===== config.mk =====
export PLATFORM = sky130hd
export DESIGN_NAME = pcs_tx
export DESIGN_NICKNAME = d
export VERILOG_FILES = /design/src/hdl/pcs_pkg.sv /design/src/hdl/am_tx.sv /design/src/hdl/gearbox_tx.sv /design/src/hdl/pcs_enc_lite.sv /design/src/hdl/pcs_tx.sv /design/src/hdl/scrambler_tx.sv
export SDC_FILE = /design/constraint.sdc
export NUM_CORES = 2
export LEC_CHECK = 0
export BUFFER_PORTS_ARGS = -buffer_cell sky130_fd_sc_hd__buf_2
export CORE_ASPECT_RATIO = 1.4
export CORE_MARGIN = 1.5
export CORE_UTILIZATION = 55
export CTS_CLUSTER_DIAMETER = 100
export DETAILED_ROUTE_END_ITERATION = 8
export GPL_TIMING_DRIVEN = 0
export HOLD_SLACK_MARGIN = 0.1
export PLACE_DENSITY_LB_ADDON = 0.08
export REMOVE_ABC_BUFFERS = 1
export SYNTH_ARGS = -nofsm -noshare
export SYNTH_HDL_FRONTEND = slang
export SYNTH_HIERARCHICAL = 1
export SYNTH_SLANG_ARGS = --single-unit

===== constraint.sdc =====
create_clock -name clk -period 14.39 [get_ports clk]
set_input_delay 2.1585 -clock clk [delete_from_list [all_inputs] [get_ports clk]]
set_output_delay 2.1585 -clock clk [all_outputs]
set_load 0.01 [all_outputs]

===== src/hdl/pcs_pkg.sv =====
// 40GBASE-R transmit PCS shared definitions
// block, MAC lane and alignment marker types plus 64b/66b code points
package pcs_pkg;

	// widths with a meaning
	typedef logic [63:0] data_t;     // block payload
	typedef logic [1:0]  head_t;     // sync header
	typedef logic [7:0]  keep_t;     // byte keep, bit n covers byte n
	typedef logic [7:0]  bip_t;      // bit interleaved parity byte
	typedef logic [7:0]  btype_t;    // control block type field
	typedef logic [6:0]  ctrl_code_t; // 7 bit control character
	typedef logic [23:0] am_code_t;  // {M2, M1, M0}

	// sync header values
	localparam head_t HEAD_DATA = 2'b01;
	localparam head_t HEAD_CTRL = 2'b10;

	// one 66 bit block, header in the low bits so it is sent first
	typedef struct packed {
		data_t data;
		head_t head;
	} block_t;

	// one lane of MAC input
	typedef struct packed {
		logic  ctrl;  // word carries control, not plain data
		logic  idle;
		logic  start;
		logic  term;
		logic  err;
		data_t data;
		keep_t keep;  // valid bytes on terminate, contiguous from byte 0
	} mac_lane_t;

	// alignment marker table
	localparam int LANE_N_MAX = 4;

	// M0 in bits 7:0, M2 in bits 23:16
	localparam am_code_t [LANE_N_MAX-1:0] AM_LANE_CODE = {
		24'h3D79A2,  // lane 3
		24'h9B65C5,  // lane 2
		24'hE6C4F0,  // lane 1
		24'h477690   // lane 0
	};

	// control block types
	localparam btype_t BT_IDLE  = 8'h1E; // idle or error, eight control codes
	localparam btype_t BT_START = 8'h78; // start in byte 0

	// terminate types, index is the number of data bytes before /T/
	localparam btype_t [7:0] BT_TERM = {
		8'hFF, 8'hE1, 8'hD2, 8'hCC, 8'hB4, 8'hAA, 8'h99, 8'h87
	};

	// 7 bit control characters
	localparam ctrl_code_t CC_IDLE  = 7'h00;
	localparam ctrl_code_t CC_ERROR = 7'h1E;

endpackage


===== src/hdl/am_tx.sv =====
// alignment marker insertion for the 40GBASE-R lanes
// counts blocks, keeps per lane BIP3 and swaps in a marker every AM_PERIOD blocks
`timescale 1ns/1ps

module am_tx #(
	parameter int LANE_N    = 4,
	parameter int AM_PERIOD = 16383
)(
	input  logic                         clk,
	input  logic                         reset_i,
	input  logic                         advance_i,  // gearbox takes a block
	input  pcs_pkg::block_t [LANE_N-1:0] blocks_i,
	output pcs_pkg::block_t [LANE_N-1:0] blocks_o,
	output logic                         marker_due_o,  // marker goes out on next advance
	output logic                         marker_v_o     // blocks_o holds markers
);

	localparam int CNT_W = $clog2(AM_PERIOD + 1);

	logic [CNT_W-1:0]             cnt_q;   // blocks passed since last marker
	pcs_pkg::bip_t [LANE_N-1:0]   bip_q;
	pcs_pkg::block_t [LANE_N-1:0] marker;
	logic                         blk_v;   // header 00 is the empty block after reset

	// parity byte of one block where payload bit d lands on BIP bit d mod 8
	// sync bits 0 and 1 fold into BIP bits 3 and 4
	function automatic pcs_pkg::bip_t bip_fold(input pcs_pkg::block_t b);
		pcs_pkg::bip_t p;
		p = '0;
		for (int i = 0; i < 8; i++) begin
			p = p ^ b.data[i*8 +: 8];
		end
		p[3] = p[3] ^ b.head[0];
		p[4] = p[4] ^ b.head[1];
		return p;
	endfunction

	always_comb begin
		for (int l = 0; l < LANE_N; l++) begin
			marker[l].head = pcs_pkg::HEAD_CTRL;
			// M0 M1 M2 BIP3 then the complements with BIP7 last
			marker[l].data = {~bip_q[l], ~pcs_pkg::AM_LANE_CODE[l],
				bip_q[l], pcs_pkg::AM_LANE_CODE[l]};
		end
	end

	assign blk_v = blocks_i[0].head != '0;  // lanes move together

	always_ff @(posedge clk) begin
		if (reset_i) begin
			cnt_q        <= '0;
			marker_due_o <= 1'b0;
			marker_v_o   <= 1'b0;
			bip_q        <= '0;
			for (int l = 0; l < LANE_N; l++) begin
				blocks_o[l].head <= '0;
			end
		end else if (advance_i) begin
			marker_v_o <= marker_due_o;
			if (marker_due_o) begin
				blocks_o     <= marker;
				marker_due_o <= 1'b0;
				// next parity period starts with the marker itself
				for (int l = 0; l < LANE_N; l++) begin
					bip_q[l] <= bip_fold(marker[l]);
				end
			end else begin
				blocks_o <= blocks_i;
				if (blk_v) begin
					for (int l = 0; l < LANE_N; l++) begin
						bip_q[l] <= bip_q[l] ^ bip_fold(blocks_i[l]);
					end
					if (cnt_q == CNT_W'(AM_PERIOD - 1)) begin
						cnt_q        <= '0;
						marker_due_o <= 1'b1;
					end else begin
						cnt_q <= cnt_q + 1'b1;
					end
				end
			end
		end
	end

	// the scrambled block under a marker slot is held upstream and not lost
	assert property (@(posedge clk) disable iff (reset_i)
		$rose(marker_v_o) |-> $stable(blocks_i));

endmodule


===== src/hdl/gearbox_tx.sv =====
// 66 to 64 bit transmit gearbox for one lane
// buffers blocks and emits one SerDes word per cycle, header bits first
`timescale 1ns/1ps

module gearbox_tx (
	input  logic            clk,
	input  logic            reset_i,
	input  pcs_pkg::block_t block_i,
	output logic            accept_o,  // block_i taken at this edge
	output pcs_pkg::data_t  word_o
);

	logic [127:0] sh_q;      // bit buffer, oldest bit in 0
	logic [127:0] sh_n;
	logic [127:0] blk_ext;   // incoming block moved to its slot
	logic [7:0]   fill_q;    // valid bits in sh_q, 64..128 once running
	logic [5:0]   phase_q;   // accepts since the last stall, 0..32
	logic [6:0]   ins_pos;
	logic         started_q;
	logic         blk_v;

	// 32 accepts then one idle slot, 33 words of 64 carry 32 blocks of 66
	assign accept_o = ~started_q | (phase_q != 6'd32);
	assign blk_v    = block_i.head != '0;
	assign word_o   = sh_q[63:0];

	always_comb begin
		ins_pos = started_q ? 7'(fill_q - 8'd64) : 7'd0;  // room left after the shift
		blk_ext = 128'(block_i) << ins_pos;
		sh_n    = {64'b0, sh_q[127:64]};
		if (accept_o && (started_q || blk_v)) begin
			sh_n = sh_n | blk_ext;
		end
	end

	always_ff @(posedge clk) begin
		if (reset_i) begin
			sh_q      <= '0;  // zero words until the first block
			fill_q    <= '0;
			phase_q   <= '0;
			started_q <= 1'b0;
		end else begin
			sh_q <= sh_n;
			if (!started_q) begin
				if (blk_v) begin
					started_q <= 1'b1;
					fill_q    <= 8'd66;
					phase_q   <= 6'd1;
				end
			end else if (accept_o) begin
				fill_q  <= fill_q + 8'd2;  // 66 in, 64 out
				phase_q <= phase_q + 1'b1;
			end else begin
				fill_q  <= fill_q - 8'd64;
				phase_q <= '0;
			end
		end
	end

	// fill tracking and the accept phase must stay in step
	assert property (@(posedge clk) disable iff (reset_i)
		started_q |-> fill_q >= 8'd64);

endmodule


===== src/hdl/pcs_enc_lite.sv =====
// 64b/66b encoder for one lane
// maps MAC flags, data and keep onto a data or control block
`timescale 1ns/1ps

module pcs_enc_lite (
	input  pcs_pkg::mac_lane_t lane_i,
	output pcs_pkg::block_t    block_o
);

	logic [2:0]     keep_cnt;  // bytes before /T/
	pcs_pkg::data_t kept;      // data with unkept bytes cleared
	logic           no_type;   // ctrl set but no block type flag

	// eight copies of one control character, C0 in the low bits
	function automatic logic [55:0] ctrl_fill(input pcs_pkg::ctrl_code_t c);
		logic [55:0] f;
		for (int i = 0; i < 8; i++) begin
			f[i*7 +: 7] = c;
		end
		return f;
	endfunction

	assign keep_cnt = 3'($countones(lane_i.keep));
	assign no_type  = ~(lane_i.idle | lane_i.start | lane_i.term);

	always_comb begin
		for (int i = 0; i < 8; i++) begin
			kept[i*8 +: 8] = lane_i.keep[i] ? lane_i.data[i*8 +: 8] : 8'h00;
		end
	end

	always_comb begin
		// plain data by default
		block_o.head = pcs_pkg::HEAD_DATA;
		block_o.data = lane_i.data;

		if (lane_i.ctrl) begin
			block_o.head = pcs_pkg::HEAD_CTRL;
			if (lane_i.err | no_type) begin
				// error wins, an untyped control word is also sent as /E/
				block_o.data = {ctrl_fill(pcs_pkg::CC_ERROR), pcs_pkg::BT_IDLE};
			end else if (lane_i.idle) begin
				block_o.data = {ctrl_fill(pcs_pkg::CC_IDLE), pcs_pkg::BT_IDLE};
			end else if (lane_i.start) begin
				// byte 0 is /S/, carried by the type field
				block_o.data = {lane_i.data[63:8], pcs_pkg::BT_START};
			end else begin
				// terminate, data bytes follow the type, idle codes and pad are zero
				block_o.data = {kept[55:0], pcs_pkg::BT_TERM[keep_cnt]};
			end
		end
	end

	// the MAC never marks a word as two kinds of control block
	always_comb begin
		if (lane_i.ctrl) begin
			assert ($onehot0({lane_i.start, lane_i.term, lane_i.idle}))
			else $error("pcs_enc_lite: more than one of start, term, idle set");
		end
	end

endmodule


===== src/hdl/pcs_tx.sv =====
// 40GBASE-R transmit PCS that encodes, scrambles, marks and gears down
// every stage moves on the lane 0 gearbox accept
`timescale 1ns/1ps

module pcs_tx #(
	parameter int LANE_N    = 4,
	parameter int AM_PERIOD = 16383
)(
	input  logic                           clk,
	input  logic                           reset_i,
	input  logic                           valid_i,
	input  pcs_pkg::mac_lane_t [LANE_N-1:0] mac_i,
	output logic                           ready_o,     // MAC word taken when valid_i
	output logic                           marker_v_o,  // marker slot in the pipe
	output pcs_pkg::data_t [LANE_N-1:0]    serdes_data_o
);

	// idle word filled in when the MAC has nothing
	localparam pcs_pkg::mac_lane_t IDLE_WORD = '{ctrl: 1'b1, idle: 1'b1, default: '0};

	pcs_pkg::mac_lane_t [LANE_N-1:0] mac_q;
	pcs_pkg::block_t [LANE_N-1:0]    enc_blocks;
	pcs_pkg::block_t [LANE_N-1:0]    scr_blocks;
	pcs_pkg::block_t [LANE_N-1:0]    am_blocks;
	logic [LANE_N-1:0]               gb_accept;
	logic                            advance;
	logic                            marker_due;

	assign advance = gb_accept[0];  // same on every lane with one clock and reset
	assign ready_o = advance & ~marker_due & ~reset_i;  // nothing taken in reset

	always_ff @(posedge clk) begin
		if (reset_i) begin
			mac_q <= {LANE_N{IDLE_WORD}};
		end else if (ready_o) begin
			mac_q <= valid_i ? mac_i : {LANE_N{IDLE_WORD}};
		end
	end

	for (genvar l = 0; l < LANE_N; l++) begin : gen_enc
		pcs_enc_lite pcs_enc_lite_i (
			.lane_i (mac_q[l]),
			.block_o(enc_blocks[l])
		);
	end

	// scrambler holds while the marker takes the slot
	scrambler_tx #(.LANE_N(LANE_N)) scrambler_tx_i (
		.clk      (clk),
		.reset_i  (reset_i),
		.advance_i(ready_o),
		.blocks_i (enc_blocks),
		.blocks_o (scr_blocks)
	);

	am_tx #(.LANE_N(LANE_N), .AM_PERIOD(AM_PERIOD)) am_tx_i (
		.clk         (clk),
		.reset_i     (reset_i),
		.advance_i   (advance),
		.blocks_i    (scr_blocks),
		.blocks_o    (am_blocks),
		.marker_due_o(marker_due),
		.marker_v_o  (marker_v_o)
	);

	for (genvar l = 0; l < LANE_N; l++) begin : gen_gearbox
		gearbox_tx gearbox_tx_i (
			.clk     (clk),
			.reset_i (reset_i),
			.block_i (am_blocks[l]),
			.accept_o(gb_accept[l]),
			.word_o  (serdes_data_o[l])
		);
	end

	// all gearboxes share one accept pattern
	assert property (@(posedge clk) disable iff (reset_i)
		gb_accept == {LANE_N{gb_accept[0]}});

endmodule


===== src/hdl/scrambler_tx.sv =====
// self synchronous 64b/66b scrambler, 1 + x^39 + x^58
// one state runs serially over the payloads of all lanes, lane 0 first
`timescale 1ns/1ps

module scrambler_tx #(
	parameter int LANE_N = 4
)(
	input  logic                            clk,
	input  logic                            reset_i,
	input  logic                            advance_i,  // held during marker slots
	input  pcs_pkg::block_t [LANE_N-1:0]    blocks_i,
	output pcs_pkg::block_t [LANE_N-1:0]    blocks_o
);

	logic [57:0]                  state_q;
	logic [57:0]                  state_n;
	pcs_pkg::block_t [LANE_N-1:0] scr;
	logic                         fb;  // scrambled bit, also shifted into state

	always_comb begin
		state_n = state_q;
		fb = 1'b0;
		for (int l = 0; l < LANE_N; l++) begin
			scr[l].head = blocks_i[l].head;  // headers go out in clear
			for (int i = 0; i < 64; i++) begin
				fb = blocks_i[l].data[i] ^ state_n[38] ^ state_n[57];
				scr[l].data[i] = fb;
				state_n = {state_n[56:0], fb};  // newest bit in 0
			end
		end
	end

	always_ff @(posedge clk) begin
		if (reset_i) begin
			state_q <= '1;
			for (int l = 0; l < LANE_N; l++) begin
				blocks_o[l].head <= '0;  // no block yet
			end
		end else if (advance_i) begin
			state_q  <= state_n;
			blocks_o <= scr;
		end
	end

endmodule


## After elaboration in Yosys (flattened, before gate mapping)

Memories as Yosys holds them, arrays and structs flattened.
Cells that the tools add are included.

| word-level totals | value |
|---|---|
| memories | 4 |
| bits in read-only memories | 256 |
| input bits | 311 |
| output and inout bits | 258 |
| register bits after elaboration | 1514 |
| word-level logic and storage cells | 872 |

| operators by class | value |
|---|---|
| multiplexer cells | 96 |
| shift operators | 4 |
| reductions and logical operators | 26 |
| eq/ne operators | 5 |
| $add $sub $neg | 41 |
| bitwise logic cells | 616 |
| order comparisons | 4 |

Memory list:

| memory | depth | width | rd ports | clocked after memory_dff | write ports | RTL line | text |
|---|---|---|---|---|---|---|---|
| (no name shown) | 8 | 8 | 1 | 0 | 0 | pcs_enc_lite.sv:49 | `block_o.data = {kept[55:0], pcs_pkg::BT_TERM[keep_cnt]};` |
| (no name shown) | 8 | 8 | 1 | 0 | 0 | pcs_enc_lite.sv:49 |  |
| (no name shown) | 8 | 8 | 1 | 0 | 0 | pcs_enc_lite.sv:49 |  |
| (no name shown) | 8 | 8 | 1 | 0 | 0 | pcs_enc_lite.sv:49 |  |

Operator list:

| kind | number |
|---|---|
| two-way mux 64 bit | 16 |
| bitwise XOR 1 bit | 520 |
| bitwise OR 64 x 128 -> 128 bit | 4 |
| << shifter 66 x 7 -> 128 bit | 4 |
| two-way mux 8 bit | 44 |
| two-way mux 308 bit | 1 |
| bitwise XOR 8 bit | 36 |
| two-way mux 264 bit | 1 |
| two-way mux 66 bit | 4 |
| two-way mux 6 bit | 12 |
| two-way mux 32 bit | 2 |
| adder 3 bit | 12 |
| adder 1 x 1 -> 2 bit | 16 |
| adder 8 x 2 -> 8 bit, second input constant | 4 |
| inverter 8 bit | 4 |
| subtractor 8 x 7 -> 8 bit, second input constant | 4 |
| two-way mux 7 bit | 4 |
| adder 6 x 1 -> 6 bit, second input constant | 4 |
| != test 6 bit, second input constant | 4 |
| inverter 4 bit | 5 |
| inverter 5 bit | 4 |
| nonzero test 2 bit | 10 |
| inverter 1 bit | 18 |
| inverter 3 bit | 6 |
| 13 further kinds | 53 |

## Logic depth before layout (Yosys ltp)

| depth | value |
|---|---|
| word-level depth | 23 |
| mapped depth | 21 |
| depth with buffers taken out | 20 |

## Modules after synthesis

Netlist, hierarchy kept.

By module, submodules not included:

| module | seq. area each (µm²) | area each (µm²) | cells each | times used |
|---|---|---|---|---|
| gearbox_tx | 2822.7 | 10704.0 | 1330 | 4 |
| scrambler_tx | 9008.6 | 17439.2 | 1087 | 1 |
| am_tx | 8808.4 | 14109.8 | 1062 | 1 |
| pcs_tx | 6165.9 | 11207.0 | 1371 | 1 |
| pcs_enc_lite | 0.0 | 1436.4 | 218 | 4 |

## Least setup slack after synthesis

OpenSTA, ideal clock, no wires.

| timing | value |
|---|---|
| kind | input port to flip-flop |
| from | in reset_i |
| to | reg scrambler_tx_i/blocks_o[100] (netlist bit) (enable) |
| required time | 13.511 ns |
| data arrival time | 13.865 ns |
| buffers on the path | 4 |
| stages | 7 |
| library setup time | 0.879 ns |
| setup slack | -0.354 ns |
| cells stage by stage | buf_2 clkbuf_1 nor2_1 clkbuf_1 inv_1 clkbuf_1 nor2_1 |

| between the ends | value |
|---|---|
| word-level cells in the longest chain between the ends | 3 |

RTL lines:

| what | RTL line | text |
|---|---|---|
| from (decl) | pcs_tx.sv:10 | `input logic reset_i,` |
| inverter 1 bit (no source line) | n/a |  |
| AND 1 bit | pcs_tx.sv:30 | `assign ready_o = advance & ~marker_due & ~reset_i;` |
| named net ready_o | pcs_tx.sv:13 | `output logic ready_o,` |
| AND reduction 2 bit (no source line) | n/a |  |
| to (signal assigned) | scrambler_tx.sv:41 | `blocks_o <= scr;` |
| to (decl) | scrambler_tx.sv:12 | `output pcs_pkg::block_t [LANE_N-1:0] blocks_o` |

The timed path passes the listed nets, and every way through them passes these cells.
A chain may end at the register's enable or synchronous reset.

==> results_dict.tcl <==
set metrics [dict create \
    max_freq_ghz 0.134 \
    cts.path.max_buffers 3 \
    drc 0 \
    max_slew_margin -0.0216 \
    tritoncts "built" \
    max_slew.worst_pin.slew_ns 1.53 \
    grt_remaining_overflow 0 \
    yosys_warnings 6 \
    cp_slowest_cell "xnor3_1" \
    path_cells "inv_1 -> fa_1 -> fa_1 -> fa_1 -> inv_1 -> ha_1 -> fa_1 -> xor2_2 -> inv_1 -> ha_1 -> nor2_1 -> nor2_1 -> a211o_1 -> xor2_1 -> xor3_1 -> xnor3_1 -> xnor3_1 -> xnor3_1 -> inv_1" \
    clk_latency_ns 0.87 \
    synth_edf_count 512 \
    crit_required_ns 14.96 \
    grtUsageTotal 0.410 \
    power.internal_mw 12.7 \
    dieArea_um2 169000 \
    finClkSkew_ns 0.0534 \
    finalPower_mw 23.8 \
    hpwl_um 262000 \
    postCtsSetupRepairBufs 0 \
    ir_drop_mv 0.307 \
    htreeDepth 4 \
    hp-class "register to register" \
    rsz0062_at_grt "no" \
    maxCapViolCount 4 \
    fp.dieW_um 347 \
    yosysSeqAreaShare 0.386 \
    finalCritPeriodShare 0.519 \
    cts_sinks 1506 \
    cpLargestDelayFamily "XOR/XNOR gates" \
    cp-start-kind "register" \
    path_max_fanout 10 \
    critPathKind "register to register" \
    ios 569 \
    pwr-share-comb 0.540 \
    core_area_um2 164000 \
    power.switching_mw 11.1 \
    placedInstanceArea_um2 92600 \
    power.leakage_nw 35.8 \
    cts_buffers 149 \
    setup_viol 0 \
    post-place-ws_ns 7.16 \
    final_area_um2 97800 \
    final_nets 9828 \
    cpPeakStageDelay_ns 0.81 \
    netlist_area_um2 91300 \
    routedWlPerCell_um 30.5 \
    row_count 176 \
    grt_pass1_wl_um 515000 \
    num_vias 80548 \
    die_y_um 485 \
    ys_dominant_reg_cell "dfxtp_1" \
    critical_path_arrival_ns 8.05 \
    period_minus_slack_ns 7.47 \
    root_buffer "clkbuf_16" \
    viasPerCell 6.86 \
    synth_seq_cells 1506 \
    ys_async_sr_fraction 0 \
    power_density_nw_per_um2 244 \
    switching_share 0.467 \
    crit_path_end_kind "register" \
    pwr-share-seq 0.286 \
    synth.distinct_cells 106 \
    drive_gt1_frac 0.150 \
    clk_pin_slew_ns 0.07 \
    power_frac_clock 0.174 \
    synth_cells 9712 \
    setup_ws_ns 6.92 \
    grt_pass1_vias 74025 \
    syn_area_per_cell_um2 9.40 \
    crit_buf_inv 4 \
    first_iter_violations 11358 \
    status "complete, but fails checks" \
    cts_hold_buf 0 \
    io_buffers 568 \
    violations "max-capacitance violations, max-slew violations" \
    firstDrtPassIters 6 \
    nFillCells 14252 \
    finalHoldViolCount 0 \
    syn2layout_area_growth_pct 7.07 \
    antenna_found_initial 16 \
    gp_congestion 1.03 \
    grt_max_degree 194 \
    slew_viol_final 30 \
    tns_ns 0 \
    start_util 0.555 \
    ctsResizeCount 0 \
    postRouteAntennaNets 0 \
    wl_um 358000 \
]
[power by group through the flow]
stage	combinational [mW]	clock, mW	sequential [mW]
floorplan	6.92	0	6.54
global placement	11.9	0	6.98
detailed placement	12.0	0	6.86
CTS	12.1	4.18	6.78
global route	12.7	4.33	6.86
finish	12.9	4.14	6.82
[metal layers]
metal  GRT usage  routed length, µm  part of all wire  vias up
li1            -                  -                 -    35053
met2       0.634             158000              0.44     5370
met5           0                 78           0.00022        -
met4       0.242              25000             0.070       12
met1       0.535             139000              0.39    39020
met3      0.0765              35500             0.099     1093
[through the flow]
| step | utilization | std cells | hold WS (ns) |
|---|---|---|---|
| finish | 0.594 | 11742 | 0.431 |
| global route | 0.594 | 11734 | 0.446 |
| CTS | 0.594 | 11731 | 0.431 |
| detailed placement | 0.563 | 11454 | 0.416 |
| global placement | 0.550 | 11374 | 0.416 |
| floorplan | - | 8670 | 0.409 |
[cells by family after synthesis]
kind of cell / Yosys count / synth area share
XOR/XNOR: 794 / 0.105
multiplexers: 468 / 0.0564
flip-flops: 1506 / 0.386
adder cells (fa/ha/maj): 46 / 0.00762
AO/OA/AOI/OAI: 2953 / 0.226
buffers and inverters: 1220 / 0.0763
AND/OR/NAND/NOR: 2725 / 0.143
[layout by cell type, fill, tap and decap left out, types with 30 or more instances in the layout]
master	instances
a211o_1	55
a211oi_1	59
a21oi_1	857
a221oi_1	40
a22o_1	92
a22oi_1	232
a311oi_1	132
a31oi_1	76
and2_1	40
and3_1	53
and3b_1	52
buf_16	34
buf_2	566
clkbuf_16	151
dfxtp_1	983
edfxtp_1	512
ha_1	30
inv_1	160
mux2_2	133
mux2i_1	311
nand2_1	749
nand2b_1	44
nand3_1	500
nor2_1	754
nor2b_1	135
nor3_1	62
o211ai_1	84
o21ai_0	246
o221ai_1	36
o22a_1	105
o22ai_1	311
o2bb2ai_1	260
o31a_1	33
or2_2	113
xnor2_1	459
xnor3_1	107
xor2_1	147
xor3_1	62
[synth_stat cells (all sizes together) (21+ instances only)]
cell type | number | area share
a211o | 55 | 0.0053
a211oi | 83 | 0.0081
a21bo | 26 | 0.0028
a21oi | 857 | 0.047
a221oi | 52 | 0.0058
a22o | 92 | 0.0088
a22oi | 232 | 0.019
a2bb2oi | 24 | 0.0023
a311oi | 132 | 0.013
a31oi | 76 | 0.0052
and2 | 44 | 0.0030
and3 | 57 | 0.0039
and3b | 60 | 0.0058
buf | 732 | 0.056
clkbuf | 310 | 0.013
dfxtp | 994 | 0.22
edfxtp | 512 | 0.17
ha | 30 | 0.0041
inv | 170 | 0.0070
mux2 | 133 | 0.016
mux2i | 311 | 0.034
mux4 | 24 | 0.0059
nand2 | 768 | 0.032
nand2b | 46 | 0.0032
nand3 | 505 | 0.028
nand3b | 32 | 0.0028
nand4 | 21 | 0.0014
nor2 | 789 | 0.033
nor2b | 141 | 0.0097
nor3 | 75 | 0.0049
o2111ai | 28 | 0.0027
o211ai | 84 | 0.0069
o21ai | 282 | 0.016
o221ai | 44 | 0.0048
o22a | 105 | 0.010
o22ai | 315 | 0.022
o2bb2ai | 268 | 0.026
o31a | 33 | 0.0032
or2 | 117 | 0.0080
xnor2 | 467 | 0.045
xnor3 | 109 | 0.027
xor2 | 151 | 0.015
xor3 | 67 | 0.018
[registers in the layout, summed over array words and instances (netlist names)]
signal                              count
am_tx_i/blocks_o                      264
scrambler_tx_i/blocks_o               264
gen_gearbox.gearbox_tx_i/phase_q       24
am_tx_i/marker_due_o                    1
mac_q                                 308
gen_gearbox.gearbox_tx_i/started_q      4
am_tx_i/marker_v_o                      1
gen_gearbox.gearbox_tx_i/fill_q        24
gen_gearbox.gearbox_tx_i/sh_q         512
am_tx_i/cnt_q                          14
scrambler_tx_i/state_q                 58
am_tx_i/bip_q                          32
[final timing paths]
check | start | endpoint | slack, ns | cells after the start
worst max-delay path | mac_q[0] | scrambler_tx_i/blocks_o[263] | 6.92 | 19
worst min-delay path | gen_gearbox[2].gearbox_tx_i/sh_q[93] | gen_gearbox[2].gearbox_tx_i/sh_q[29] | 0.43 | 1
worst max register to register | mac_q[0] | scrambler_tx_i/blocks_o[263] | 6.92 | 19
worst min register to register | gen_gearbox[2].gearbox_tx_i/sh_q[93] | gen_gearbox[2].gearbox_tx_i/sh_q[29] | 0.43 | 1
[worst reg2reg max path, cell delays in order, from the launching register on]
cell     delay (ns)
dfxtp_1        0.58
inv_1          0.13
fa_1           0.58
fa_1           0.43
fa_1           0.49
inv_1          0.04
ha_1           0.19
fa_1           0.46
xor2_2         0.30
inv_1          0.12
ha_1           0.19
nor2_1         0.08
nor2_1         0.04
a211o_1        0.38
xor2_1         0.60
xor3_1         0.52
xnor3_1        0.82
xnor3_1        0.63
xnor3_1        0.56
inv_1          0.07
[area by class of cell]
| cell class | instances | area [µm²] | area share |
|---|---|---|---|
| antenna | 9 | 22.5 | 0.000230 |
| timing repair buffer | 650 | 4630 | 0.0474 |
| inverter | 178 | 668 | 0.00683 |
| clock buffer | 193 | 4120 | 0.0421 |
| sequential | 1506 | 35300 | 0.361 |
| clock inverter | 84 | 1040 | 0.0107 |
| multi-input combinational | 6986 | 49300 | 0.504 |
| tap | 2136 | 2670 | 0.0273 |
Note: power is estimated with default switching activity, not from simulation.
